`config.mk`:
```
export PLATFORM = sky130hd
export DESIGN_NAME = aib_adapt_avmm
export DESIGN_NICKNAME = d
export VERILOG_FILES = /design/src/aib_adapt_avmm_pkg.sv /design/src/avmm_hrdrst_timer.sv /design/src/avmm_hrdrst_sm.sv /design/src/avmm_csr_bank.sv /design/src/avmm_cfg_rdmux.sv /design/src/aib_adapt_avmm.sv
export VERILOG_INCLUDE_DIRS = /design/src
export SDC_FILE = /design/constraint.sdc
export NUM_CORES = 1
export LEC_CHECK = 0
export ABC_AREA = 1
export BUFFER_PORTS_ARGS = -buffer_cell sky130_fd_sc_hd__buf_2
export CORE_MARGIN = 2
export CORE_UTILIZATION = 29
export DETAILED_ROUTE_END_ITERATION = 8
export GPL_TIMING_DRIVEN = 1
export HOLD_SLACK_MARGIN = 0.08
export PLACE_DENSITY = 0.45
export SYNTH_ARGS = -nofsm -noshare
export SYNTH_HDL_FRONTEND = slang
export SYNTH_SLANG_ARGS = --single-unit
```
`constraint.sdc`:
```
create_clock -name i_cfg_avmm_clk -period 5.6 [get_ports i_cfg_avmm_clk]
set_input_delay 0.56 -clock i_cfg_avmm_clk [delete_from_list [all_inputs] [get_ports i_cfg_avmm_clk]]
set_output_delay 0.56 -clock i_cfg_avmm_clk [all_outputs]
set_load 0.05 [all_outputs]
```
`src/aib_adapt_avmm_defines.svh`:
```
// Register-map sizes, address fields and reset timing, included by the package and RTL
`ifndef AIB_ADAPT_AVMM_DEFINES_SVH
`define AIB_ADAPT_AVMM_DEFINES_SVH

// --------------------------------------------------
// Configuration bus
// --------------------------------------------------
`define AVMM_ADDR_W 17
`define AVMM_DATA_W 32
`define AVMM_BE_W 4

// Channel address ID sits in addr[16:11]
`define AVMM_ID_W 6
`define AVMM_ID_LSB 11

// 0 selects the local bank, 1 the adapter
`define AVMM_REGION_BIT 10

// --------------------------------------------------
// Local register bank
// --------------------------------------------------
`define CSR_WORDS 16
`define CSR_BYTE_W 8
`define CSR_CTRL_NUM 54
`define DPRIO_CTRL_NUM 5
// Byte 59 is reserved, word 15 is the datapath word
`define DATAPATH_WORD 15

// --------------------------------------------------
// Hard reset and read tracking
// --------------------------------------------------
`define HRDRST_DLY 16
`define RDPEND_W 3

`endif

```
`src/aib_adapt_avmm_pkg.sv`:
```
// Shared types of the channel configuration slave, referenced by scoped name from each module
`default_nettype none

`include "aib_adapt_avmm_defines.svh"

package aib_adapt_avmm_pkg;

  typedef logic [`AVMM_ADDR_W-1:0] avmm_addr_t;
  typedef logic [`AVMM_DATA_W-1:0] avmm_data_t;
  typedef logic [`AVMM_BE_W-1:0]   avmm_be_t;
  typedef logic [`AVMM_ID_W-1:0]   addr_id_t;
  typedef logic [`CSR_BYTE_W-1:0]  csr_byte_t;

  // Host or slave request, 55 bits
  typedef struct packed {
    logic       write;
    logic       read;
    avmm_addr_t addr;
    avmm_data_t wdata;
    avmm_be_t   byte_en;
  } avmm_req_t;

  typedef struct packed {
    avmm_data_t rdata;
    logic       rdatavld;
    logic       waitreq;
  } avmm_rsp_t;

  // Word 15, byte 63 down to byte 60
  typedef struct packed {
    logic [1:0] rsvd;
    logic       tx_rd_adj_en;
    logic       tx_wr_adj_en;
    logic       rx_rd_adj_en;
    logic       rx_wr_adj_en;
    logic [1:0] tx_fifo_rd_clk_sel;
    logic [1:0] tx_adapter_lpbk_mode;
    logic [2:0] txswap_en;
    logic [2:0] rxswap_en;
    logic       rx_aib_lpbk_en;
    logic       tx_wa_en;
    logic       tx_double_read;
    logic [2:0] tx_phcomp_rd_delay;
    logic [1:0] tx_fifo_mode;
    logic       rx_lpbk;
    logic       rx_wm_en;
    logic       rx_double_write;
    logic [2:0] rx_phcomp_rd_delay;
    logic [1:0] rx_fifo_mode;
  } datapath_ctl_t;

  typedef enum logic [1:0] {
    HRDRST_IDLE = 2'd0,
    HRDRST_WAIT = 2'd1,
    HRDRST_DONE = 2'd2
  } hrdrst_state_t;

endpackage

`default_nettype wire

```
`src/avmm_hrdrst_timer.sv`:
```
// Down-counter for the hard-reset release delay, loaded by the sequencer
`default_nettype none

`include "aib_adapt_avmm_defines.svh"

module avmm_hrdrst_timer (
  input  wire  i_cfg_avmm_clk,
  input  wire  i_rst_n,
  input  wire  i_start,
  output logic o_expired
);

  localparam int CNT_W = $clog2(`HRDRST_DLY + 1);

  logic [CNT_W-1:0] cnt_q;

  always_ff @(posedge i_cfg_avmm_clk) begin
    if (!i_rst_n) begin
      cnt_q <= '0;
    end else if (i_start) begin
      cnt_q <= CNT_W'(`HRDRST_DLY);
    end else if (cnt_q != '0) begin
      cnt_q <= cnt_q - 1'b1;
    end
  end

  // Stale zero must not count while a load is arriving
  assign o_expired = (cnt_q == '0) & ~i_start;

endmodule

`default_nettype wire

```
`src/avmm_hrdrst_sm.sv`:
```
// Hard-reset release sequencer, qualified by user mode and CSR ready and timed by a delay counter
`default_nettype none

`include "aib_adapt_avmm_defines.svh"

module avmm_hrdrst_sm (
  input  wire  i_cfg_avmm_clk,
  input  wire  i_rst_n,
  input  wire  i_usermode,
  input  wire  i_csr_rdy,
  input  wire  i_dly_expired,
  output logic o_dly_start,
  output logic o_hard_rst_n
);

  aib_adapt_avmm_pkg::hrdrst_state_t state_q;
  aib_adapt_avmm_pkg::hrdrst_state_t state_d;
  logic                              qual_ok;

  assign qual_ok = i_usermode & i_csr_rdy;

  // Timer load fires on the edge that leaves IDLE
  assign o_dly_start = (state_q == aib_adapt_avmm_pkg::HRDRST_IDLE) & qual_ok;

  // --------------------------------------------------
  // Next state
  // --------------------------------------------------
  always_comb begin
    state_d = state_q;
    case (state_q)
      aib_adapt_avmm_pkg::HRDRST_IDLE: begin
        if (qual_ok) begin
          state_d = aib_adapt_avmm_pkg::HRDRST_WAIT;
        end
      end
      aib_adapt_avmm_pkg::HRDRST_WAIT: begin
        if (!qual_ok) begin
          state_d = aib_adapt_avmm_pkg::HRDRST_IDLE;
        end else if (i_dly_expired) begin
          state_d = aib_adapt_avmm_pkg::HRDRST_DONE;
        end
      end
      aib_adapt_avmm_pkg::HRDRST_DONE: begin
        if (!qual_ok) begin
          state_d = aib_adapt_avmm_pkg::HRDRST_IDLE;
        end
      end
      default: begin
        state_d = aib_adapt_avmm_pkg::HRDRST_IDLE;
      end
    endcase
  end

  always_ff @(posedge i_cfg_avmm_clk) begin
    if (!i_rst_n) begin
      state_q      <= aib_adapt_avmm_pkg::HRDRST_IDLE;
      o_hard_rst_n <= 1'b0;
    end else begin
      state_q      <= state_d;
      // Rise one edge after DONE, drop on the first edge a qualifier is lost
      o_hard_rst_n <= (state_q == aib_adapt_avmm_pkg::HRDRST_DONE) & qual_ok;
    end
  end

endmodule

`default_nettype wire

```
`src/avmm_csr_bank.sv`:
```
// Local bank of channel control registers with byte writes and decoded control outputs
`default_nettype none

`include "aib_adapt_avmm_defines.svh"

module avmm_csr_bank (
  input  wire                                 i_cfg_avmm_clk,
  input  wire                                 i_rst_n,
  input  wire                                 i_csr_wr,
  input  wire                                 i_csr_rd,
  input  wire [$clog2(`CSR_WORDS)-1:0]        i_csr_word,
  input  wire aib_adapt_avmm_pkg::avmm_be_t   i_csr_be,
  input  wire aib_adapt_avmm_pkg::avmm_data_t i_csr_wdata,
  output aib_adapt_avmm_pkg::avmm_data_t      o_csr_rdata,
  output logic                                o_csr_rdatavld,
  output aib_adapt_avmm_pkg::csr_byte_t       o_csr_ctrl [`CSR_CTRL_NUM],
  output aib_adapt_avmm_pkg::csr_byte_t       o_dprio_ctrl [`DPRIO_CTRL_NUM],
  output aib_adapt_avmm_pkg::datapath_ctl_t   o_datapath
);

  localparam int BYTES_PER_WORD = `AVMM_DATA_W / `CSR_BYTE_W;

  aib_adapt_avmm_pkg::avmm_data_t csr_q [`CSR_WORDS];

  // --------------------------------------------------
  // Register file
  // --------------------------------------------------
  always_ff @(posedge i_cfg_avmm_clk) begin
    if (!i_rst_n) begin
      for (int w = 0; w < `CSR_WORDS; w++) begin
        csr_q[w] <= '0;
      end
    end else if (i_csr_wr) begin
      for (int b = 0; b < BYTES_PER_WORD; b++) begin
        if (i_csr_be[b]) begin
          csr_q[i_csr_word][b*`CSR_BYTE_W +: `CSR_BYTE_W] <=
            i_csr_wdata[b*`CSR_BYTE_W +: `CSR_BYTE_W];
        end
      end
    end
  end

  // One-cycle read, every bit returns as written
  always_ff @(posedge i_cfg_avmm_clk) begin
    if (!i_rst_n) begin
      o_csr_rdata    <= '0;
      o_csr_rdatavld <= 1'b0;
    end else begin
      o_csr_rdatavld <= i_csr_rd;
      if (i_csr_rd) begin
        o_csr_rdata <= csr_q[i_csr_word];
      end
    end
  end

  // --------------------------------------------------
  // Byte map
  // --------------------------------------------------
  // CSR control in bytes 0 to 53
  for (genvar i = 0; i < `CSR_CTRL_NUM; i++) begin : g_csr_ctrl
    assign o_csr_ctrl[i] =
      csr_q[i / BYTES_PER_WORD][(i % BYTES_PER_WORD)*`CSR_BYTE_W +: `CSR_BYTE_W];
  end

  // DPRIO control follows directly after
  for (genvar i = 0; i < `DPRIO_CTRL_NUM; i++) begin : g_dprio_ctrl
    localparam int IDX = `CSR_CTRL_NUM + i;
    assign o_dprio_ctrl[i] =
      csr_q[IDX / BYTES_PER_WORD][(IDX % BYTES_PER_WORD)*`CSR_BYTE_W +: `CSR_BYTE_W];
  end

  assign o_datapath = aib_adapt_avmm_pkg::datapath_ctl_t'(csr_q[`DATAPATH_WORD]);

endmodule

`default_nettype wire

```
`src/avmm_cfg_rdmux.sv`:
```
// Address decode and response merge between the host, the local CSR bank and the adapter
`default_nettype none

`include "aib_adapt_avmm_defines.svh"

module avmm_cfg_rdmux (
  input  wire                                 i_cfg_avmm_clk,
  input  wire                                 i_rst_n,
  input  wire aib_adapt_avmm_pkg::addr_id_t   i_addr_id,
  input  wire aib_adapt_avmm_pkg::avmm_req_t  i_avmm_req,
  input  wire aib_adapt_avmm_pkg::avmm_rsp_t  i_adpt_rsp,
  input  wire aib_adapt_avmm_pkg::avmm_data_t i_csr_rdata,
  input  wire                                 i_csr_rdatavld,
  output aib_adapt_avmm_pkg::avmm_rsp_t       o_avmm_rsp,
  output logic                                o_adpt_cfg_write,
  output logic                                o_adpt_cfg_read,
  output logic                                o_csr_wr,
  output logic                                o_csr_rd,
  output logic [$clog2(`CSR_WORDS)-1:0]       o_csr_word,
  output aib_adapt_avmm_pkg::avmm_be_t        o_csr_be,
  output aib_adapt_avmm_pkg::avmm_data_t      o_csr_wdata
);

  logic                 id_match;
  logic                 adpt_sel;
  logic                 local_sel;
  logic                 rd_hold;
  logic                 rdpend_full;
  logic                 adpt_rd_acc;
  logic                 miss_rd_acc;
  logic                 miss_rdvld_q;
  logic [`RDPEND_W-1:0] rdpend_q;

  // --------------------------------------------------
  // Decode
  // --------------------------------------------------
  assign id_match  = (i_avmm_req.addr[`AVMM_ID_LSB +: `AVMM_ID_W] == i_addr_id);
  assign adpt_sel  = id_match & i_avmm_req.addr[`AVMM_REGION_BIT];
  assign local_sel = id_match & ~i_avmm_req.addr[`AVMM_REGION_BIT];

  // Anything pending at the adapter must drain before a non-adapter read
  assign rd_hold     = (rdpend_q != '0);
  assign rdpend_full = &rdpend_q;

  assign o_adpt_cfg_write = adpt_sel & i_avmm_req.write;
  assign o_adpt_cfg_read  = adpt_sel & i_avmm_req.read & ~rdpend_full;
  assign adpt_rd_acc      = o_adpt_cfg_read & ~i_adpt_rsp.waitreq;

  assign o_csr_wr    = local_sel & i_avmm_req.write;
  assign o_csr_rd    = local_sel & i_avmm_req.read & ~rd_hold;
  assign o_csr_word  = i_avmm_req.addr[$clog2(`CSR_WORDS)+1:2];
  assign o_csr_be    = i_avmm_req.byte_en;
  assign o_csr_wdata = i_avmm_req.wdata;

  // Foreign ID, reads answer zero and writes drop
  assign miss_rd_acc = ~id_match & i_avmm_req.read & ~rd_hold;

  // --------------------------------------------------
  // Pending adapter reads
  // --------------------------------------------------
  always_ff @(posedge i_cfg_avmm_clk) begin
    if (!i_rst_n) begin
      rdpend_q     <= '0;
      miss_rdvld_q <= 1'b0;
    end else begin
      miss_rdvld_q <= miss_rd_acc;
      if (adpt_rd_acc && !i_adpt_rsp.rdatavld) begin
        rdpend_q <= rdpend_q + 1'b1;
      end else if (!adpt_rd_acc && i_adpt_rsp.rdatavld && rd_hold) begin
        rdpend_q <= rdpend_q - 1'b1;
      end
    end
  end

  // Response merge
  always_comb begin
    o_avmm_rsp.rdatavld = i_adpt_rsp.rdatavld | i_csr_rdatavld | miss_rdvld_q;
    if (i_adpt_rsp.rdatavld) begin
      o_avmm_rsp.rdata = i_adpt_rsp.rdata;
    end else if (i_csr_rdatavld) begin
      o_avmm_rsp.rdata = i_csr_rdata;
    end else begin
      o_avmm_rsp.rdata = '0;
    end
    if (adpt_sel) begin
      o_avmm_rsp.waitreq = i_adpt_rsp.waitreq | (i_avmm_req.read & rdpend_full);
    end else begin
      o_avmm_rsp.waitreq = i_avmm_req.read & rd_hold;
    end
  end

endmodule

`default_nettype wire

```
`src/aib_adapt_avmm.sv`:
```
// Channel configuration slave top, connecting request steering, local CSRs and hard reset
`default_nettype none

`include "aib_adapt_avmm_defines.svh"

module aib_adapt_avmm (
  input  wire                                 i_cfg_avmm_clk,
  input  wire                                 i_rst_n,
  input  wire aib_adapt_avmm_pkg::addr_id_t   i_addr_id,
  input  wire aib_adapt_avmm_pkg::avmm_req_t  i_avmm_req,
  input  wire aib_adapt_avmm_pkg::avmm_rsp_t  i_adpt_rsp,
  input  wire                                 i_usermode,
  input  wire                                 i_csr_rdy,
  output aib_adapt_avmm_pkg::avmm_rsp_t       o_avmm_rsp,
  output logic                                o_adpt_cfg_write,
  output logic                                o_adpt_cfg_read,
  output aib_adapt_avmm_pkg::csr_byte_t       o_csr_ctrl [`CSR_CTRL_NUM],
  output aib_adapt_avmm_pkg::csr_byte_t       o_dprio_ctrl [`DPRIO_CTRL_NUM],
  output aib_adapt_avmm_pkg::datapath_ctl_t   o_datapath,
  output logic                                o_hard_rst_n
);

  logic                               csr_wr;
  logic                               csr_rd;
  logic [$clog2(`CSR_WORDS)-1:0]      csr_word;
  aib_adapt_avmm_pkg::avmm_be_t       csr_be;
  aib_adapt_avmm_pkg::avmm_data_t     csr_wdata;
  aib_adapt_avmm_pkg::avmm_data_t     csr_rdata;
  logic                               csr_rdatavld;
  logic                               dly_start;
  logic                               dly_expired;

  avmm_cfg_rdmux u_cfg_rdmux (
    .i_cfg_avmm_clk   (i_cfg_avmm_clk),
    .i_rst_n          (i_rst_n),
    .i_addr_id        (i_addr_id),
    .i_avmm_req       (i_avmm_req),
    .i_adpt_rsp       (i_adpt_rsp),
    .i_csr_rdata      (csr_rdata),
    .i_csr_rdatavld   (csr_rdatavld),
    .o_avmm_rsp       (o_avmm_rsp),
    .o_adpt_cfg_write (o_adpt_cfg_write),
    .o_adpt_cfg_read  (o_adpt_cfg_read),
    .o_csr_wr         (csr_wr),
    .o_csr_rd         (csr_rd),
    .o_csr_word       (csr_word),
    .o_csr_be         (csr_be),
    .o_csr_wdata      (csr_wdata)
  );

  avmm_csr_bank u_csr_bank (
    .i_cfg_avmm_clk (i_cfg_avmm_clk),
    .i_rst_n        (i_rst_n),
    .i_csr_wr       (csr_wr),
    .i_csr_rd       (csr_rd),
    .i_csr_word     (csr_word),
    .i_csr_be       (csr_be),
    .i_csr_wdata    (csr_wdata),
    .o_csr_rdata    (csr_rdata),
    .o_csr_rdatavld (csr_rdatavld),
    .o_csr_ctrl     (o_csr_ctrl),
    .o_dprio_ctrl   (o_dprio_ctrl),
    .o_datapath     (o_datapath)
  );

  avmm_hrdrst_sm u_hrdrst_sm (
    .i_cfg_avmm_clk (i_cfg_avmm_clk),
    .i_rst_n        (i_rst_n),
    .i_usermode     (i_usermode),
    .i_csr_rdy      (i_csr_rdy),
    .i_dly_expired  (dly_expired),
    .o_dly_start    (dly_start),
    .o_hard_rst_n   (o_hard_rst_n)
  );

  avmm_hrdrst_timer u_hrdrst_timer (
    .i_cfg_avmm_clk (i_cfg_avmm_clk),
    .i_rst_n        (i_rst_n),
    .i_start        (dly_start),
    .o_expired      (dly_expired)
  );

endmodule

`default_nettype wire

```
==> After elaboration in Yosys (flattened, before gate mapping) <==
Memories as Yosys holds them, arrays and structs flattened. A register that Yosys moved wholly into a read port is not among the register bits.
Cells that the tools add are included.
{ "op_classes": {"addsub": 3, "n_eq_ne": 6, "mux": 32, "bitwise": 27, "reduce_logical": 16} }
{ "ops": {"columns": ["cell", "count"], "rows": [
  ["2-to-1 mux 32 bit", 3],
  ["OR reduction 32 bit", 1],
  ["2-to-1 mux 1 bit", 18],
  ["AND 1 bit", 17],
  ["2-to-1 mux 5 bit", 2],
  ["2-to-1 mux 2 bit", 4],
  ["2-to-1 mux 4 bit", 2],
  ["inverter 1 bit", 7],
  ["equality test 6 bit", 1],
  ["2-to-1 mux 3 bit", 2],
  ["one-hot mux 2 bit (3 select lines)", 1],
  ["AND reduction 3 bit", 2],
  ["zero test 5 bit", 1],
  ["nonzero test 5 bit", 1],
  ["subtractor 5 x 1 -> 5 bit, second input constant", 1],
  ["nonzero test 2 bit", 2],
  ["adder 3 x 1 -> 3 bit, second input constant", 1],
  ["logical AND 1 bit", 3],
  ["zero test 1 bit", 3],
  ["!= test 3 bit, second input constant", 1],
  ["OR 1 bit", 3],
  ["nonzero test 3 bit", 1],
  ["subtractor 3 x 1 -> 3 bit, second input constant", 1],
  ["equality test 2 x 1 -> 1 bit, second input constant", 1],
  ["other kinds (5)", 5]
]} }
{ "totals": {"register_bits": 13, "mem_bits_rw": 512, "in_bits": 99, "out_inout_bits": 541, "wordCells": 92, "mem_count": 1} }
{ "mem_list": {"columns": ["name", "depth", "word_bits", "rd", "rd_clocked_by_memory_dff", "wr", "line", "text"], "rows": [
  ["u_csr_bank.csr_q", 16, 32, 17, 1, 16, "avmm_csr_bank.sv:23", "aib_adapt_avmm_pkg::avmm_data_t csr_q [`CSR_WORDS];"]
]} }

==> Longest topological paths before layout <==
{ "logic_depth": {"depth_word": 10, "depth_mapped": 14, "ltp_nobuf": 14} }

==> By module <==
From an unflattened synthesis, not the netlist that was laid out.
{ "unflattened": {"cells_unflattened": 3034, "area_unflattened_um2": 26379.0} }
{ "modules_own_cells": {"columns": ["module", "instances", "cells_per_inst", "area_per_inst_um2"], "rows": [
  ["avmm_csr_bank", 1, 2753, 24785.0],
  ["avmm_cfg_rdmux", 1, 228, 1218.7],
  ["avmm_hrdrst_timer", 1, 35, 246.5],
  ["avmm_hrdrst_sm", 1, 18, 128.9]
]} }

==> Worst setup path after synthesis <==
Ideal clock, no wire load.
{ "synth_path": {"kind": "input-to-output", "from": "input i_avmm_req[50] (netlist bit)", "to": "output o_avmm_rsp[0] (netlist bit)", "t_arrival_ns": 2.142, "required_time_ns": 5.040, "path_slack_ns": 2.898, "cell_stages": 7, "path_buffers": 0, "path_cell_list": "nand2_1 > inv_1 > nor2_1 > nor2_1 > nand3_1 > nor2_1 > o31ai_1"} }
{ "synth_rtl": {"columns": ["element", "line", "text"], "rows": [
  ["start, declared", "aib_adapt_avmm.sv:10", "input wire aib_adapt_avmm_pkg::avmm_req_t i_avmm_req,"],
  ["end, declared", "aib_adapt_avmm.sv:14", "output aib_adapt_avmm_pkg::avmm_rsp_t o_avmm_rsp,"]
]} }

==> qor.yml <==
layout:
  fin_nets: 2954
  layout.cells.non_filler: 3985
  syn2layout_area_growth_pct: 25.52
  drive_above_1_share_pct: 27.58
  layout_common_cells: "buf_2, nor2_1, edfxtp_1, nand2_1, a22oi_1"
  final_common_cell: "buf_2"
drt:
  drtIter0Drc: 1796
  detailroute.wirelength.met2_mm: 50.54
  drc: 0
  viasPerCell: 5.133
  wl_met3_mm: 8.212
  drt-met1-wl_mm: 44.40
  detail-route-antenna-nets: 0
  wl_per_cell_um: 26.60
  drtPass1Iterations: 5
  top_layer: "met5"
  num_vias: 20456
  totalWireLength_mm: 106.0
pwr:
  p_int_uw: 7668
  power.total_uw: 11080
  p_switching_uw: 3415
  power_frac_seq_pct: 44.4
  sw_frac_of_total_pct: 30.82
  clock_power_share_pct: 39.3
  pwr-share-comb_pct: 16.3
  power_leakage_uw: 0.01281
  powerDensity_nw_per_um2: 364.1
  max-vdd-ir-drop_uv: 195.9
worst_setup_path:
  arrival_ps: 3510
  crit_buf_inv: 3
  crit_path_start_kind: "input port"
  end_kind: "flip-flop"
  critical_path.max_stage_delay_ps: 840
  worstPathCellList: "buf_2 -> nor2_4 -> buf_4 -> buf_4 -> a22oi_1 -> nand2_1 -> nand2_1 -> nand4_1 -> nor2_1 -> nor2_1"
  crit_type: "input port to flip-flop"
  crit_slowest_cell: "buf_4"
  required_ps: 6130
  crit_family: "buffers and inverters"
  path_max_fanout: 77
clock_tree:
  clock_sinks: 557
  clk_pin_slew_worst_paths_ps: 60
  post_cts_resized: 0
  h-tree-depth: 3
  cts.path.max_buffers: 3
  cts_tree: "built"
  postCtsSetupBuffers: 0
  cts_hold_buf: 0
  cts_root_buffer: "clkbuf_16"
  clkLatencyLatePin_ps: 610
  numCtsBuffers: 67
yosys:
  syn-num-nets: 2386
  ys_types: 28
  syn-cell-area_um2: 24250
  yosysSeqAreaShare_pct: 67.11
  avgSynthCellArea_um2: 10.62
  netlist_instances: 2284
  ys_warn_count: 0
  synth-seq-cells: 557
floorplanning:
  start_util_pct: 29.12
  die_w_um: 293.2
  rows: 106
  boundaryPins: 640
  die-height_um: 293.2
  fp.coreArea_um2: 83290
  die_area_um2: 85960
grt:
  grt_max_degree: 78
  antenna_found_initial: 7
  grt_overflow: 0
  grt_first_pass_wirelength_mm: 147.1
  first_global_vias: 20259
  grt_use_total_pct: 23.72
flow_run:
  max_cap_viol_count: 0
sta:
  post-route-period-util_pct: 53.33
  worst_slew_pin_slew_ps: 1248
  relSlewSlack_pct: 16.49
  finalSetupViolCount: 0
  max_clock_freq_mhz: 334.9
  fin_crit_ps: 2986
  timing.hold.ws_ps: 244.7
  tns_ps: 0
  hold_viol: 0
  rsz0062_at_grt: "no"
  fin_worst_skew_ps: 31.33
  drv_slew: 0
status:
  status: "finished, final reports clean"
place:
  gp_congestion: 0.8739
  port_buffers: 633
  dpl.hpwl_mm: 77.34
  place_inst: 3863
worst_hold_path:
  hold_path_class: "input port to flip-flop"
[registers in the layout (all words and copies together), names as in the netlist]
register / count
u_hrdrst_sm.o_hard_rst_n: 1
u_csr_bank.csr_q: 512
u_csr_bank.o_csr_rdata: 32
u_cfg_rdmux.rdpend_q: 3
u_csr_bank.o_csr_rdatavld: 1
u_cfg_rdmux.miss_rdvld_q: 1
u_hrdrst_timer.cnt_q: 5
u_hrdrst_sm.state_q: 2
[cell usage after synthesis]
library cell | instances | area share, %
nor2_1 | 611 | 9.5
edfxtp_1 | 512 | 63
nand2_1 | 446 | 6.9
a22oi_1 | 256 | 7.9
clkbuf_1 | 99 | 1.5
inv_1 | 79 | 1.2
dfxtp_1 | 45 | 3.7
nand3_1 | 44 | 0.91
nand2_2 | 37 | 0.95
nand4_1 | 35 | 0.90
o21ai_0 | 34 | 0.70
buf_4 | 27 | 0.84
buf_2 | 19 | 0.39
buf_1 | 10 | 0.15
a21oi_1 | 6 | 0.12
nor3_1 | 5 | 0.10
nor2_4 | 4 | 0.19
ha_1 | 2 | 0.10
nor4_1 | 2 | 0.052
or2_2 | 2 | 0.052
xnor2_1 | 2 | 0.072
buf_6 | 1 | 0.046
clkinv_1 | 1 | 0.015
fa_1 | 1 | 0.083
nand3_4 | 1 | 0.072
nor2_2 | 1 | 0.026
nor3_2 | 1 | 0.041
o31ai_1 | 1 | 0.031
[per-stage QoR]
| stage | setup WS (ps) | utilization [%] | cell area, µm² |
|---|---|---|---|
| floorplan | 2898 | - | 24250 |
| global placement | 1957 | 33.94 | 28270 |
| detailed placement | 1940 | 33.94 | 28270 |
| CTS | 2588 | 36.55 | 30440 |
| global route | 2477 | 36.55 | 30440 |
| finish | 2614 | 36.55 | 30440 |
[layer usage]
| metal | up-vias | global-route usage [%] |
|---|---|---|
| met4 | 8 | 6.396 |
| met2 | 937 | 39.21 |
| li1 | 9061 | - |
| met3 | 145 | 5.000 |
| met5 | - | 0 |
| met1 | 10305 | 31.55 |
[power groups by stage]
stage	logic, µW	registers (µW)	clock network (µW)
after floorplan	591	5600	0
after global routing	1890	4940	4590
after detailed placement	1810	5010	0
after global placement	1790	5000	0
final	1800	4920	4360
after CTS	1810	4920	4440
[cell type report]
class,instances,area [µm²]
multi-input cells,1491,7003
clock inverters,22,261.5
well taps,1080,1351
diodes,1,2.502
clock buffers,99,1909
repair buffers,655,3336
inverters,80,302.8
fillers,8473,52850
flip-flops and latches,557,16280
[worst paths after layout]
check / to / startpoint / cells past startpoint / slack, ps
min: u_cfg_rdmux.miss_rdvld_q$_SDFF_PN0_ / i_avmm_req[53] / 3 / 240
max: u_csr_bank.o_csr_rdata[27]$_SDFFE_PN0P_ / i_avmm_req[38] / 10 / 2610
min reg2reg: u_hrdrst_sm.o_hard_rst_n$_SDFF_PN0_ / u_hrdrst_sm.state_q[0]$_SDFFE_PN0P_ / 1 / 460
max reg2reg: u_csr_bank.o_csr_rdata[19]$_SDFFE_PN0P_ / u_cfg_rdmux.rdpend_q[2]$_SDFFE_PN0P_ / 7 / 2930
[cells by family after synthesis]
group | count (synthesis) | share of synthesized area [%]
buf+inv | 236 | 4.199
simple gates | 1189 | 19.66
compound gates | 297 | 8.780
flops | 557 | 67.11
fa+ha+maj | 3 | 0.1857
xor+xnor | 2 | 0.07224
[tightest hold or removal path: stages]
cell and delay [ps]:
buf_2 100, nand4_1 80, inv_1 50
Power figures use the tool's default switching activity.
